`src/source/issue_pkg.sv`:
```
/* issue stage shared types */

package issue_pkg;

    // ------------------------------------------------------------------
    // widths
    // ------------------------------------------------------------------
    localparam int unsigned XLEN          = 32;
    localparam int unsigned REG_ADDR_BITS = 5;
    localparam int unsigned TRANS_ID_BITS = 3;

    typedef logic [XLEN-1:0]          xlen_t;
    typedef logic [REG_ADDR_BITS-1:0] reg_addr_t;
    typedef logic [TRANS_ID_BITS-1:0] trans_id_t;

    // ------------------------------------------------------------------
    // functional units and operators
    // ------------------------------------------------------------------
    // NONE in the clobber list marks a register with no pending write
    typedef enum logic [2:0] {
        NONE, ALU, CTRL_FLOW, MULT, LOAD, STORE, CSR
    } fu_t;

    typedef enum logic [3:0] {
        ADD, SUB, AND_OP, OR_OP, MUL, LW, SW, BEQ, JAL, CSRRW
    } fu_op_t;

    // pending writer unit for every integer register
    typedef fu_t [2**REG_ADDR_BITS-1:0] clobber_t;

    // ------------------------------------------------------------------
    // stage payloads
    // ------------------------------------------------------------------
    // decoded instruction as handed over by the scoreboard
    typedef struct packed {
        xlen_t     pc;
        fu_t       fu;
        fu_op_t    op;
        reg_addr_t rs1;
        reg_addr_t rs2;
        reg_addr_t rd;
        // immediate value
        xlen_t     result;
        logic      use_imm;
        logic      use_pc;
        logic      use_zimm;
        // exception already raised upstream
        logic      ex_valid;
        trans_id_t trans_id;
    } issue_instr_t;

    // operand bundle for the execute units
    typedef struct packed {
        fu_t       fu;
        fu_op_t    op;
        xlen_t     operand_a;
        xlen_t     operand_b;
        xlen_t     imm;
        trans_id_t trans_id;
    } fu_data_t;

    // one commit stage write port
    typedef struct packed {
        logic      we;
        reg_addr_t waddr;
        xlen_t     wdata;
    } commit_port_t;

endpackage

```
`src/source/int_regfile.sv`:
```
/* integer register file */

`timescale 1ns/1ps

module int_regfile #(
    parameter int unsigned NrCommitPorts = 2
) (
    input  logic                                      clk_i,
    input  logic                                      rst_ni,
    // read side, addressed by rs1 and rs2
    input  issue_pkg::reg_addr_t                      raddr_a_i,
    input  issue_pkg::reg_addr_t                      raddr_b_i,
    output issue_pkg::xlen_t                          rdata_a_o,
    output issue_pkg::xlen_t                          rdata_b_o,
    // write side from the commit stage
    input  issue_pkg::commit_port_t [NrCommitPorts-1:0] commit_i
);

    import issue_pkg::*;

    // x1 to x31 only, x0 has no storage
    xlen_t [2**REG_ADDR_BITS-1:1] mem_q;

    // ------------------------------------------------------------------
    // write ports
    // ------------------------------------------------------------------
    // ports are walked upwards so the highest port wins a collision
    always_ff @(posedge clk_i or negedge rst_ni) begin
        if (!rst_ni) begin
            mem_q <= '0;
        end else begin
            for (int unsigned p = 0; p < NrCommitPorts; p++) begin
                // writes to x0 are dropped
                if (commit_i[p].we && (commit_i[p].waddr != '0)) begin
                    mem_q[commit_i[p].waddr] <= commit_i[p].wdata;
                end
            end
        end
    end

    // ------------------------------------------------------------------
    // read ports
    // ------------------------------------------------------------------
    // combinational, x0 reads as zero
    always_comb begin
        rdata_a_o = '0;
        rdata_b_o = '0;
        if (raddr_a_i != '0) begin
            rdata_a_o = mem_q[raddr_a_i];
        end
        if (raddr_b_i != '0) begin
            rdata_b_o = mem_q[raddr_b_i];
        end
    end

endmodule

```
`src/source/operand_hazard.sv`:
```
/* source operand hazard check */

`timescale 1ns/1ps

module operand_hazard (
    // instruction under issue
    input  issue_pkg::issue_instr_t issue_instr_i,
    // pending writers from the scoreboard
    input  issue_pkg::clobber_t     rd_clobber_i,
    // scoreboard has the result ready for forwarding
    input  logic                    rs1_valid_i,
    input  logic                    rs2_valid_i,
    // operand select controls
    output logic                    forward_rs1_o,
    output logic                    forward_rs2_o,
    // operand not yet available
    output logic                    stall_o
);

    import issue_pkg::*;

    fu_t rs1_writer;
    fu_t rs2_writer;

    // unit that will still write each source register
    assign rs1_writer = rd_clobber_i[issue_instr_i.rs1];
    assign rs2_writer = rd_clobber_i[issue_instr_i.rs2];

    // ------------------------------------------------------------------
    // forward or stall per operand
    // ------------------------------------------------------------------
    always_comb begin
        forward_rs1_o = 1'b0;
        forward_rs2_o = 1'b0;
        stall_o       = 1'b0;

        // rs1 holds an immediate for zimm, nothing to wait on then
        if (!issue_instr_i.use_zimm && (rs1_writer != NONE)) begin
            // CSR results only ever reach us through the register file
            if (rs1_valid_i && (rs1_writer != CSR)) begin
                forward_rs1_o = 1'b1;
            end else begin
                stall_o = 1'b1;
            end
        end

        // rs2 is always a register number
        if (rs2_writer != NONE) begin
            if (rs2_valid_i && (rs2_writer != CSR)) begin
                forward_rs2_o = 1'b1;
            end else begin
                stall_o = 1'b1;
            end
        end
    end

endmodule

```
`src/source/issue_ctrl.sv`:
```
/* issue control and unit valid pulses */

`timescale 1ns/1ps

module issue_ctrl #(
    parameter int unsigned NrCommitPorts = 2
) (
    input  logic                                        clk_i,
    input  logic                                        rst_ni,
    input  logic                                        flush_i,
    // instruction from the scoreboard, held until acknowledged
    input  issue_pkg::issue_instr_t                     issue_instr_i,
    input  logic                                        issue_instr_valid_i,
    input  issue_pkg::clobber_t                         rd_clobber_i,
    // commit writes of this cycle free a clobbered rd
    input  issue_pkg::commit_port_t [NrCommitPorts-1:0] commit_i,
    // from the operand hazard check
    input  logic                                        stall_i,
    // execute unit readiness
    input  logic                                        flu_ready_i,
    input  logic                                        lsu_ready_i,
    output logic                                        issue_ack_o,
    // one cycle pulses to the execute units
    output logic                                        alu_valid_o,
    output logic                                        branch_valid_o,
    output logic                                        mult_valid_o,
    output logic                                        lsu_valid_o,
    output logic                                        csr_valid_o
);

    import issue_pkg::*;

    logic fu_busy;
    logic rd_free;
    logic issue_go;

    // ------------------------------------------------------------------
    // unit busy select
    // ------------------------------------------------------------------
    always_comb begin
        case (issue_instr_i.fu)
            ALU, CTRL_FLOW, MULT, CSR: fu_busy = ~flu_ready_i;
            LOAD, STORE:               fu_busy = ~lsu_ready_i;
            default:                   fu_busy = 1'b0;
        endcase
    end

    // ------------------------------------------------------------------
    // write after write check
    // ------------------------------------------------------------------
    // rd is free with no pending writer, or when commit writes it now
    always_comb begin
        rd_free = (rd_clobber_i[issue_instr_i.rd] == NONE);
        for (int unsigned p = 0; p < NrCommitPorts; p++) begin
            if (commit_i[p].we && (commit_i[p].waddr == issue_instr_i.rd)) begin
                rd_free = 1'b1;
            end
        end
    end

    // ------------------------------------------------------------------
    // acknowledge
    // ------------------------------------------------------------------
    always_comb begin
        issue_go = !stall_i && !fu_busy && rd_free;
        // exceptions and unit-less instructions never wait
        if (issue_instr_i.ex_valid || (issue_instr_i.fu == NONE)) begin
            issue_go = 1'b1;
        end
        issue_ack_o = issue_instr_valid_i && issue_go;
        // the fixed latency result bus only takes a MULT after a MULT
        if (mult_valid_o && (issue_instr_i.fu != MULT)) begin
            issue_ack_o = 1'b0;
        end
    end

    // ------------------------------------------------------------------
    // unit valid pulses
    // ------------------------------------------------------------------
    // one pulse per transfer, none for an exception, none on flush
    always_ff @(posedge clk_i or negedge rst_ni) begin
        if (!rst_ni) begin
            alu_valid_o    <= 1'b0;
            branch_valid_o <= 1'b0;
            mult_valid_o   <= 1'b0;
            lsu_valid_o    <= 1'b0;
            csr_valid_o    <= 1'b0;
        end else begin
            alu_valid_o    <= 1'b0;
            branch_valid_o <= 1'b0;
            mult_valid_o   <= 1'b0;
            lsu_valid_o    <= 1'b0;
            csr_valid_o    <= 1'b0;
            if (issue_instr_valid_i && issue_ack_o && !issue_instr_i.ex_valid && !flush_i) begin
                case (issue_instr_i.fu)
                    ALU:         alu_valid_o    <= 1'b1;
                    CTRL_FLOW:   branch_valid_o <= 1'b1;
                    MULT:        mult_valid_o   <= 1'b1;
                    LOAD, STORE: lsu_valid_o    <= 1'b1;
                    CSR:         csr_valid_o    <= 1'b1;
                    default:     ;
                endcase
            end
        end
    end

endmodule

```
`src/source/operand_select.sv`:
```
/* operand mux and stage register */

`timescale 1ns/1ps

module operand_select (
    input  logic                    clk_i,
    input  logic                    rst_ni,
    input  issue_pkg::issue_instr_t issue_instr_i,
    // register file read data
    input  issue_pkg::xlen_t        rdata_a_i,
    input  issue_pkg::xlen_t        rdata_b_i,
    // scoreboard forwarding data
    input  issue_pkg::xlen_t        rs1_i,
    input  issue_pkg::xlen_t        rs2_i,
    input  logic                    forward_rs1_i,
    input  logic                    forward_rs2_i,
    // registered operands to the execute stage
    output issue_pkg::fu_data_t     fu_data_o
);

    import issue_pkg::*;

    fu_data_t fu_data_d;

    // ------------------------------------------------------------------
    // forwarding and operand mux
    // ------------------------------------------------------------------
    always_comb begin
        fu_data_d.fu       = issue_instr_i.fu;
        fu_data_d.op       = issue_instr_i.op;
        fu_data_d.imm      = issue_instr_i.result;
        fu_data_d.trans_id = issue_instr_i.trans_id;

        // register file by default
        fu_data_d.operand_a = rdata_a_i;
        fu_data_d.operand_b = rdata_b_i;

        // result still in flight in the scoreboard
        if (forward_rs1_i) begin
            fu_data_d.operand_a = rs1_i;
        end
        if (forward_rs2_i) begin
            fu_data_d.operand_b = rs2_i;
        end

        // auipc and jumps take the pc
        if (issue_instr_i.use_pc) begin
            fu_data_d.operand_a = issue_instr_i.pc;
        end
        // csr immediate form, zero extended rs1 field
        if (issue_instr_i.use_zimm) begin
            fu_data_d.operand_a = {{(XLEN-REG_ADDR_BITS){1'b0}}, issue_instr_i.rs1};
        end

        // stores and branches keep rs2 and read the immediate from imm
        if (issue_instr_i.use_imm && (issue_instr_i.fu != STORE)
                && (issue_instr_i.fu != CTRL_FLOW)) begin
            fu_data_d.operand_b = issue_instr_i.result;
        end
    end

    // ------------------------------------------------------------------
    // issue to execute register
    // ------------------------------------------------------------------
    // loads every cycle
    always_ff @(posedge clk_i or negedge rst_ni) begin
        if (!rst_ni) begin
            fu_data_o <= '{fu: NONE, op: ADD, operand_a: '0, operand_b: '0,
                           imm: '0, trans_id: '0};
        end else begin
            fu_data_o <= fu_data_d;
        end
    end

endmodule

```
`src/source/issue_read_operands.sv`:
```
/* issue and operand read stage */

`timescale 1ns/1ps

module issue_read_operands #(
    parameter int unsigned NrCommitPorts = 2
) (
    input  logic                                        clk_i,
    input  logic                                        rst_ni,
    input  logic                                        flush_i,
    // instruction from the scoreboard
    input  issue_pkg::issue_instr_t                     issue_instr_i,
    input  logic                                        issue_instr_valid_i,
    output logic                                        issue_ack_o,
    // scoreboard lookup of the source operands
    output issue_pkg::reg_addr_t                        rs1_o,
    input  issue_pkg::xlen_t                            rs1_i,
    input  logic                                        rs1_valid_i,
    output issue_pkg::reg_addr_t                        rs2_o,
    input  issue_pkg::xlen_t                            rs2_i,
    input  logic                                        rs2_valid_i,
    input  issue_pkg::clobber_t                         rd_clobber_i,
    // to the execute units
    output issue_pkg::fu_data_t                         fu_data_o,
    input  logic                                        flu_ready_i,
    input  logic                                        lsu_ready_i,
    output logic                                        alu_valid_o,
    output logic                                        branch_valid_o,
    output logic                                        mult_valid_o,
    output logic                                        lsu_valid_o,
    output logic                                        csr_valid_o,
    // commit stage writes
    input  issue_pkg::commit_port_t [NrCommitPorts-1:0] commit_i
);

    import issue_pkg::*;

    xlen_t rdata_a;
    xlen_t rdata_b;
    logic  forward_rs1;
    logic  forward_rs2;
    logic  stall;

    // scoreboard is polled with the instruction's sources
    assign rs1_o = issue_instr_i.rs1;
    assign rs2_o = issue_instr_i.rs2;

    // ------------------------------------------------------------------
    // register file
    // ------------------------------------------------------------------
    int_regfile #(
        .NrCommitPorts (NrCommitPorts)
    ) u_int_regfile (
        .clk_i     (clk_i),
        .rst_ni    (rst_ni),
        .raddr_a_i (issue_instr_i.rs1),
        .raddr_b_i (issue_instr_i.rs2),
        .rdata_a_o (rdata_a),
        .rdata_b_o (rdata_b),
        .commit_i  (commit_i)
    );

    // ------------------------------------------------------------------
    // hazard check, issue control, operand select
    // ------------------------------------------------------------------
    operand_hazard u_operand_hazard (
        .issue_instr_i (issue_instr_i),
        .rd_clobber_i  (rd_clobber_i),
        .rs1_valid_i   (rs1_valid_i),
        .rs2_valid_i   (rs2_valid_i),
        .forward_rs1_o (forward_rs1),
        .forward_rs2_o (forward_rs2),
        .stall_o       (stall)
    );

    issue_ctrl #(
        .NrCommitPorts (NrCommitPorts)
    ) u_issue_ctrl (
        .clk_i               (clk_i),
        .rst_ni              (rst_ni),
        .flush_i             (flush_i),
        .issue_instr_i       (issue_instr_i),
        .issue_instr_valid_i (issue_instr_valid_i),
        .rd_clobber_i        (rd_clobber_i),
        .commit_i            (commit_i),
        .stall_i             (stall),
        .flu_ready_i         (flu_ready_i),
        .lsu_ready_i         (lsu_ready_i),
        .issue_ack_o         (issue_ack_o),
        .alu_valid_o         (alu_valid_o),
        .branch_valid_o      (branch_valid_o),
        .mult_valid_o        (mult_valid_o),
        .lsu_valid_o         (lsu_valid_o),
        .csr_valid_o         (csr_valid_o)
    );

    operand_select u_operand_select (
        .clk_i         (clk_i),
        .rst_ni        (rst_ni),
        .issue_instr_i (issue_instr_i),
        .rdata_a_i     (rdata_a),
        .rdata_b_i     (rdata_b),
        .rs1_i         (rs1_i),
        .rs2_i         (rs2_i),
        .forward_rs1_i (forward_rs1),
        .forward_rs2_i (forward_rs2),
        .fu_data_o     (fu_data_o)
    );

endmodule

```
`config.mk`:
```
export PLATFORM = sky130hd
export DESIGN_NAME = issue_read_operands
export DESIGN_NICKNAME = d
export VERILOG_FILES = /design/src/source/issue_pkg.sv /design/src/source/int_regfile.sv /design/src/source/operand_hazard.sv /design/src/source/issue_ctrl.sv /design/src/source/operand_select.sv /design/src/source/issue_read_operands.sv
export SDC_FILE = /design/constraint.sdc
export NUM_CORES = 2
export LEC_CHECK = 0
export ABC_AREA = 1
export BUFFER_PORTS_ARGS = -buffer_cell sky130_fd_sc_hd__buf_2
export CAP_MARGIN = 20
export CELL_PAD_IN_SITES_DETAIL_PLACEMENT = 1
export CELL_PAD_IN_SITES_GLOBAL_PLACEMENT = 2
export CORE_ASPECT_RATIO = 1.4
export CORE_MARGIN = 2
export CORE_UTILIZATION = 33
export CTS_CLUSTER_SIZE = 30
export DETAILED_ROUTE_END_ITERATION = 8
export GPL_TIMING_DRIVEN = 0
export PLACE_DENSITY = 0.88
export SLEW_MARGIN = 5
export SYNTH_ARGS = -nofsm -noshare
export SYNTH_HDL_FRONTEND = slang
export SYNTH_HIERARCHICAL = 1
export SYNTH_SLANG_ARGS = --single-unit
export TNS_END_PERCENT = 50
```
`constraint.sdc`:
```
create_clock -name clk_i -period 1.9 [get_ports clk_i]
set_input_delay 0.095 -clock clk_i [delete_from_list [all_inputs] [get_ports clk_i]]
set_output_delay 0.095 -clock clk_i [all_outputs]
set_load 0.01 [all_outputs]
```
==> results_dict.tcl <==
set metrics [dict create \
    yosys.area_share.xor_xnor 0.000218 \
    regArea_um2 27600 \
    tns_ns -47.31 \
    netlist_instances 13950 \
    dieArea_um2 247000 \
    io_pins 459 \
    finalSetupViolCount 524 \
    synth-compound-area-share 0.0451 \
    p_leak_uw 0.0567 \
    synth_common_cells "nand2_1 (6719), nand3_1 (2211), inv_1 (1656), dfrtp_1 (1103), clkbuf_1 (663)" \
    min_period_ns 2.43 \
    vias_per_cell 6.20 \
    rows 214 \
    place_congestion 1.09 \
    fin_nets 15424 \
    critical_path_required_ns 2.71 \
    whs_ns -0.793 \
    synth_seq_area_share 0.344 \
    violations "hold timing, setup timing" \
    cts-root-buf "clkbuf_16" \
    path_clk_slew_ns 0.06 \
    cts_buffer_depth 4 \
    yosys.cell_types.count 30 \
    routed_wl_um 751000 \
    vias 114903 \
    synth-simple-area-share 0.478 \
    hold_path_class "in -> async" \
    use_met2 0.858 \
    cap_violations 0 \
    synthAdderAreaFrac 0 \
    crit_arrival_ns 3.24 \
    async_flop_share 1.00 \
    slew_headroom 0.115 \
    clock_sinks 1103 \
    fin_ws_ns -0.531 \
    fin_crit_sh 1.28 \
    ys_ff_latch 1103 \
    grt_pass1_vias 110210 \
    rsz0062_at_grt "yes" \
    r2r-end "u_operand_select/fu_data_o[94]" \
    ys.flop_type "dfrtp_1" \
    multi_input_area_um2 44100 \
    dr.pass1.iters 8 \
    endpoint_kind "register" \
    post-dp-hpwl_um 566000 \
    max_freq_mhz 411 \
    grt_pass1_wl_um 989000 \
    fillers 32550 \
    postRouteAntennaNets 0 \
    tritoncts "done" \
    post-route-drc-count 0 \
    clock_latency_ns 0.90 \
    worstRegToRegCells 12 \
    crit_end "u_int_regfile/mem_q[483]" \
    dpl.cell_count 17778 \
    wl_per_cell_um 40.5 \
    slew_viol_final 0 \
    rrSetupSlack_ns -0.18 \
    io_buffers 442 \
    synth_edf_count 0 \
    cp-startpoint "commit_i[3]" \
    grt-busiest-layer "met2" \
    drive_above_1_share 0.140 \
    synth_top_cell_area_share 0.344 \
    start_util 0.331 \
    yosysMostFrequentCell "nand2_1" \
    critical_path_class "in -> reg" \
    finClkSkew_ns 0.0586 \
    syn_to_final_growth_pct 27.2 \
    overflow 0 \
    cts-buffers-inserted 145 \
    crit_fanout 10 \
    postSynthAreaPerCell_um2 5.76 \
    worst_slew_pin_slew_ns 1.33 \
    peakVddDrop_mv 0.686 \
    post-route-util 0.422 \
    synth_top_area_cell "dfrtp_1" \
    status "finished with violations" \
    die_y_um 588 \
    grt_use_total 0.588 \
    syn-num-nets 14287 \
    yosys_warnings 6 \
    fp.dieW_um 421 \
    antenna_found_initial 118 \
    stdcell_count 18534 \
    worstSetupStartpointType "input pin" \
    p_total_uw 99900 \
    core_um2 242000 \
    cts_max_level 4 \
    synth_area_um2 80300 \
    use_met1 0.587 \
    ys_top_cells_by_area "dfrtp_1 (34%), nand2_1 (31%), nand3_1 (14%)" \
    synth_mux_area_frac 0 \
    use_met3 0.247 \
    timing.rr.start "u_int_regfile/mem_q[123]" \
    drt_iter0_markers 16258 \
    synth_top_family_by_area "simple AND/OR/NAND/NOR gates" \
    p_per_area_nw_per_um2 978 \
    finalHoldViolCount 405 \
    grt_max_degree 148 \
]
worst min path at each step:
stage,start,slack [ns],end
2_1_floorplan,rst_ni,-0.20,u_int_regfile/mem_q[0]
3_3_place_gp,issue_instr_i[54],0.20,u_operand_select/fu_data_o[99]
3_5_place_dp,rst_ni,0.13,u_int_regfile/mem_q[394]
4_1_cts,rst_ni,-0.77,u_int_regfile/mem_q[364]
5_1_grt,rst_ni,-0.74,u_int_regfile/mem_q[323]
6_report,rst_ni,-0.79,u_int_regfile/mem_q[323]
layout make-up:
| type | instances | share of cell area |
|---|---|---|
| tap | 3240 | 0.0397 |
| multi-input combinational | 10120 | 0.432 |
| antenna | 111 | 0.00272 |
| inverter | 1713 | 0.0640 |
| sequential | 1103 | 0.270 |
| timing repair buffer | 996 | 0.0878 |
| buffer | 1008 | 0.0583 |
| clock inverter | 42 | 0.00419 |
| clock buffer | 201 | 0.0409 |
placed cells by master (no fill, tap or decap), types with 231 or more instances in the layout:
cell type and count:
dfrtp_1 1083, dlygate4sd3_1 301, nand2_1 6513, nand3_1 2092, o21ai_0 295, a21oi_1 231, inv_1 1619, buf_2 589
clkbuf_2 269, nor2_1 374, clkbuf_1 301
worst max-delay path: stages:
cell,delay [ns]
buf_2,0.78
clkinv_2,0.79
nor2_4,0.59
buf_2,0.53
nand2_1,0.11
nand3_1,0.13
nand2_1,0.07
inv_1,0.05
metal layers:
metal	up-vias	wire length, um
met5	-	860
met4	41	114000
met3	4832	90900
met2	9783	309000
met1	55181	236000
li1	45066	-
what timing repair did:
item | 4_1_cts | 5_1_grt
endpoints found under the setup margin | 986 | 1078
pin swaps | 41 | 96
cloned | 2 | 5
buffers inserted | 35 | 49
hold buffers | 292 | 12
endpoints found under the hold margin | 856 | 298
resized for setup | 801 | 748
through the flow:
step           area [um^2]  worst slack, ns  hold WS [ns]
3_3_place_gp         86600           -27.25         0.202
5_1_grt             102000           -0.588        -0.737
6_report            102000           -0.531        -0.793
4_1_cts              99200           -0.322        -0.770
2_1_floorplan        80300           0.0368        -0.201
3_5_place_dp         89200            -2.86         0.129
state kept, by name (all words and copies together), names as in the netlist:
signal	cells
u_issue_ctrl/branch_valid_o	1
u_int_regfile/mem_q	992
u_issue_ctrl/alu_valid_o	1
u_operand_select/fu_data_o	106
u_issue_ctrl/lsu_valid_o	1
u_issue_ctrl/mult_valid_o	1
u_issue_ctrl/csr_valid_o	1
cell families after synthesis:
family	Yosys count
compound gates	691
flops	1103
buf+inv	2727
xor+xnor	2
simple gates	9427
report_power, final:
part	switching, uW	internal, uW	leakage [uW]
registers	5550	29500	0.0131
logic	24900	10600	0.0413
clock network	13300	16200	0.00227
No activity file was read; power rests on OpenSTA's default activity.
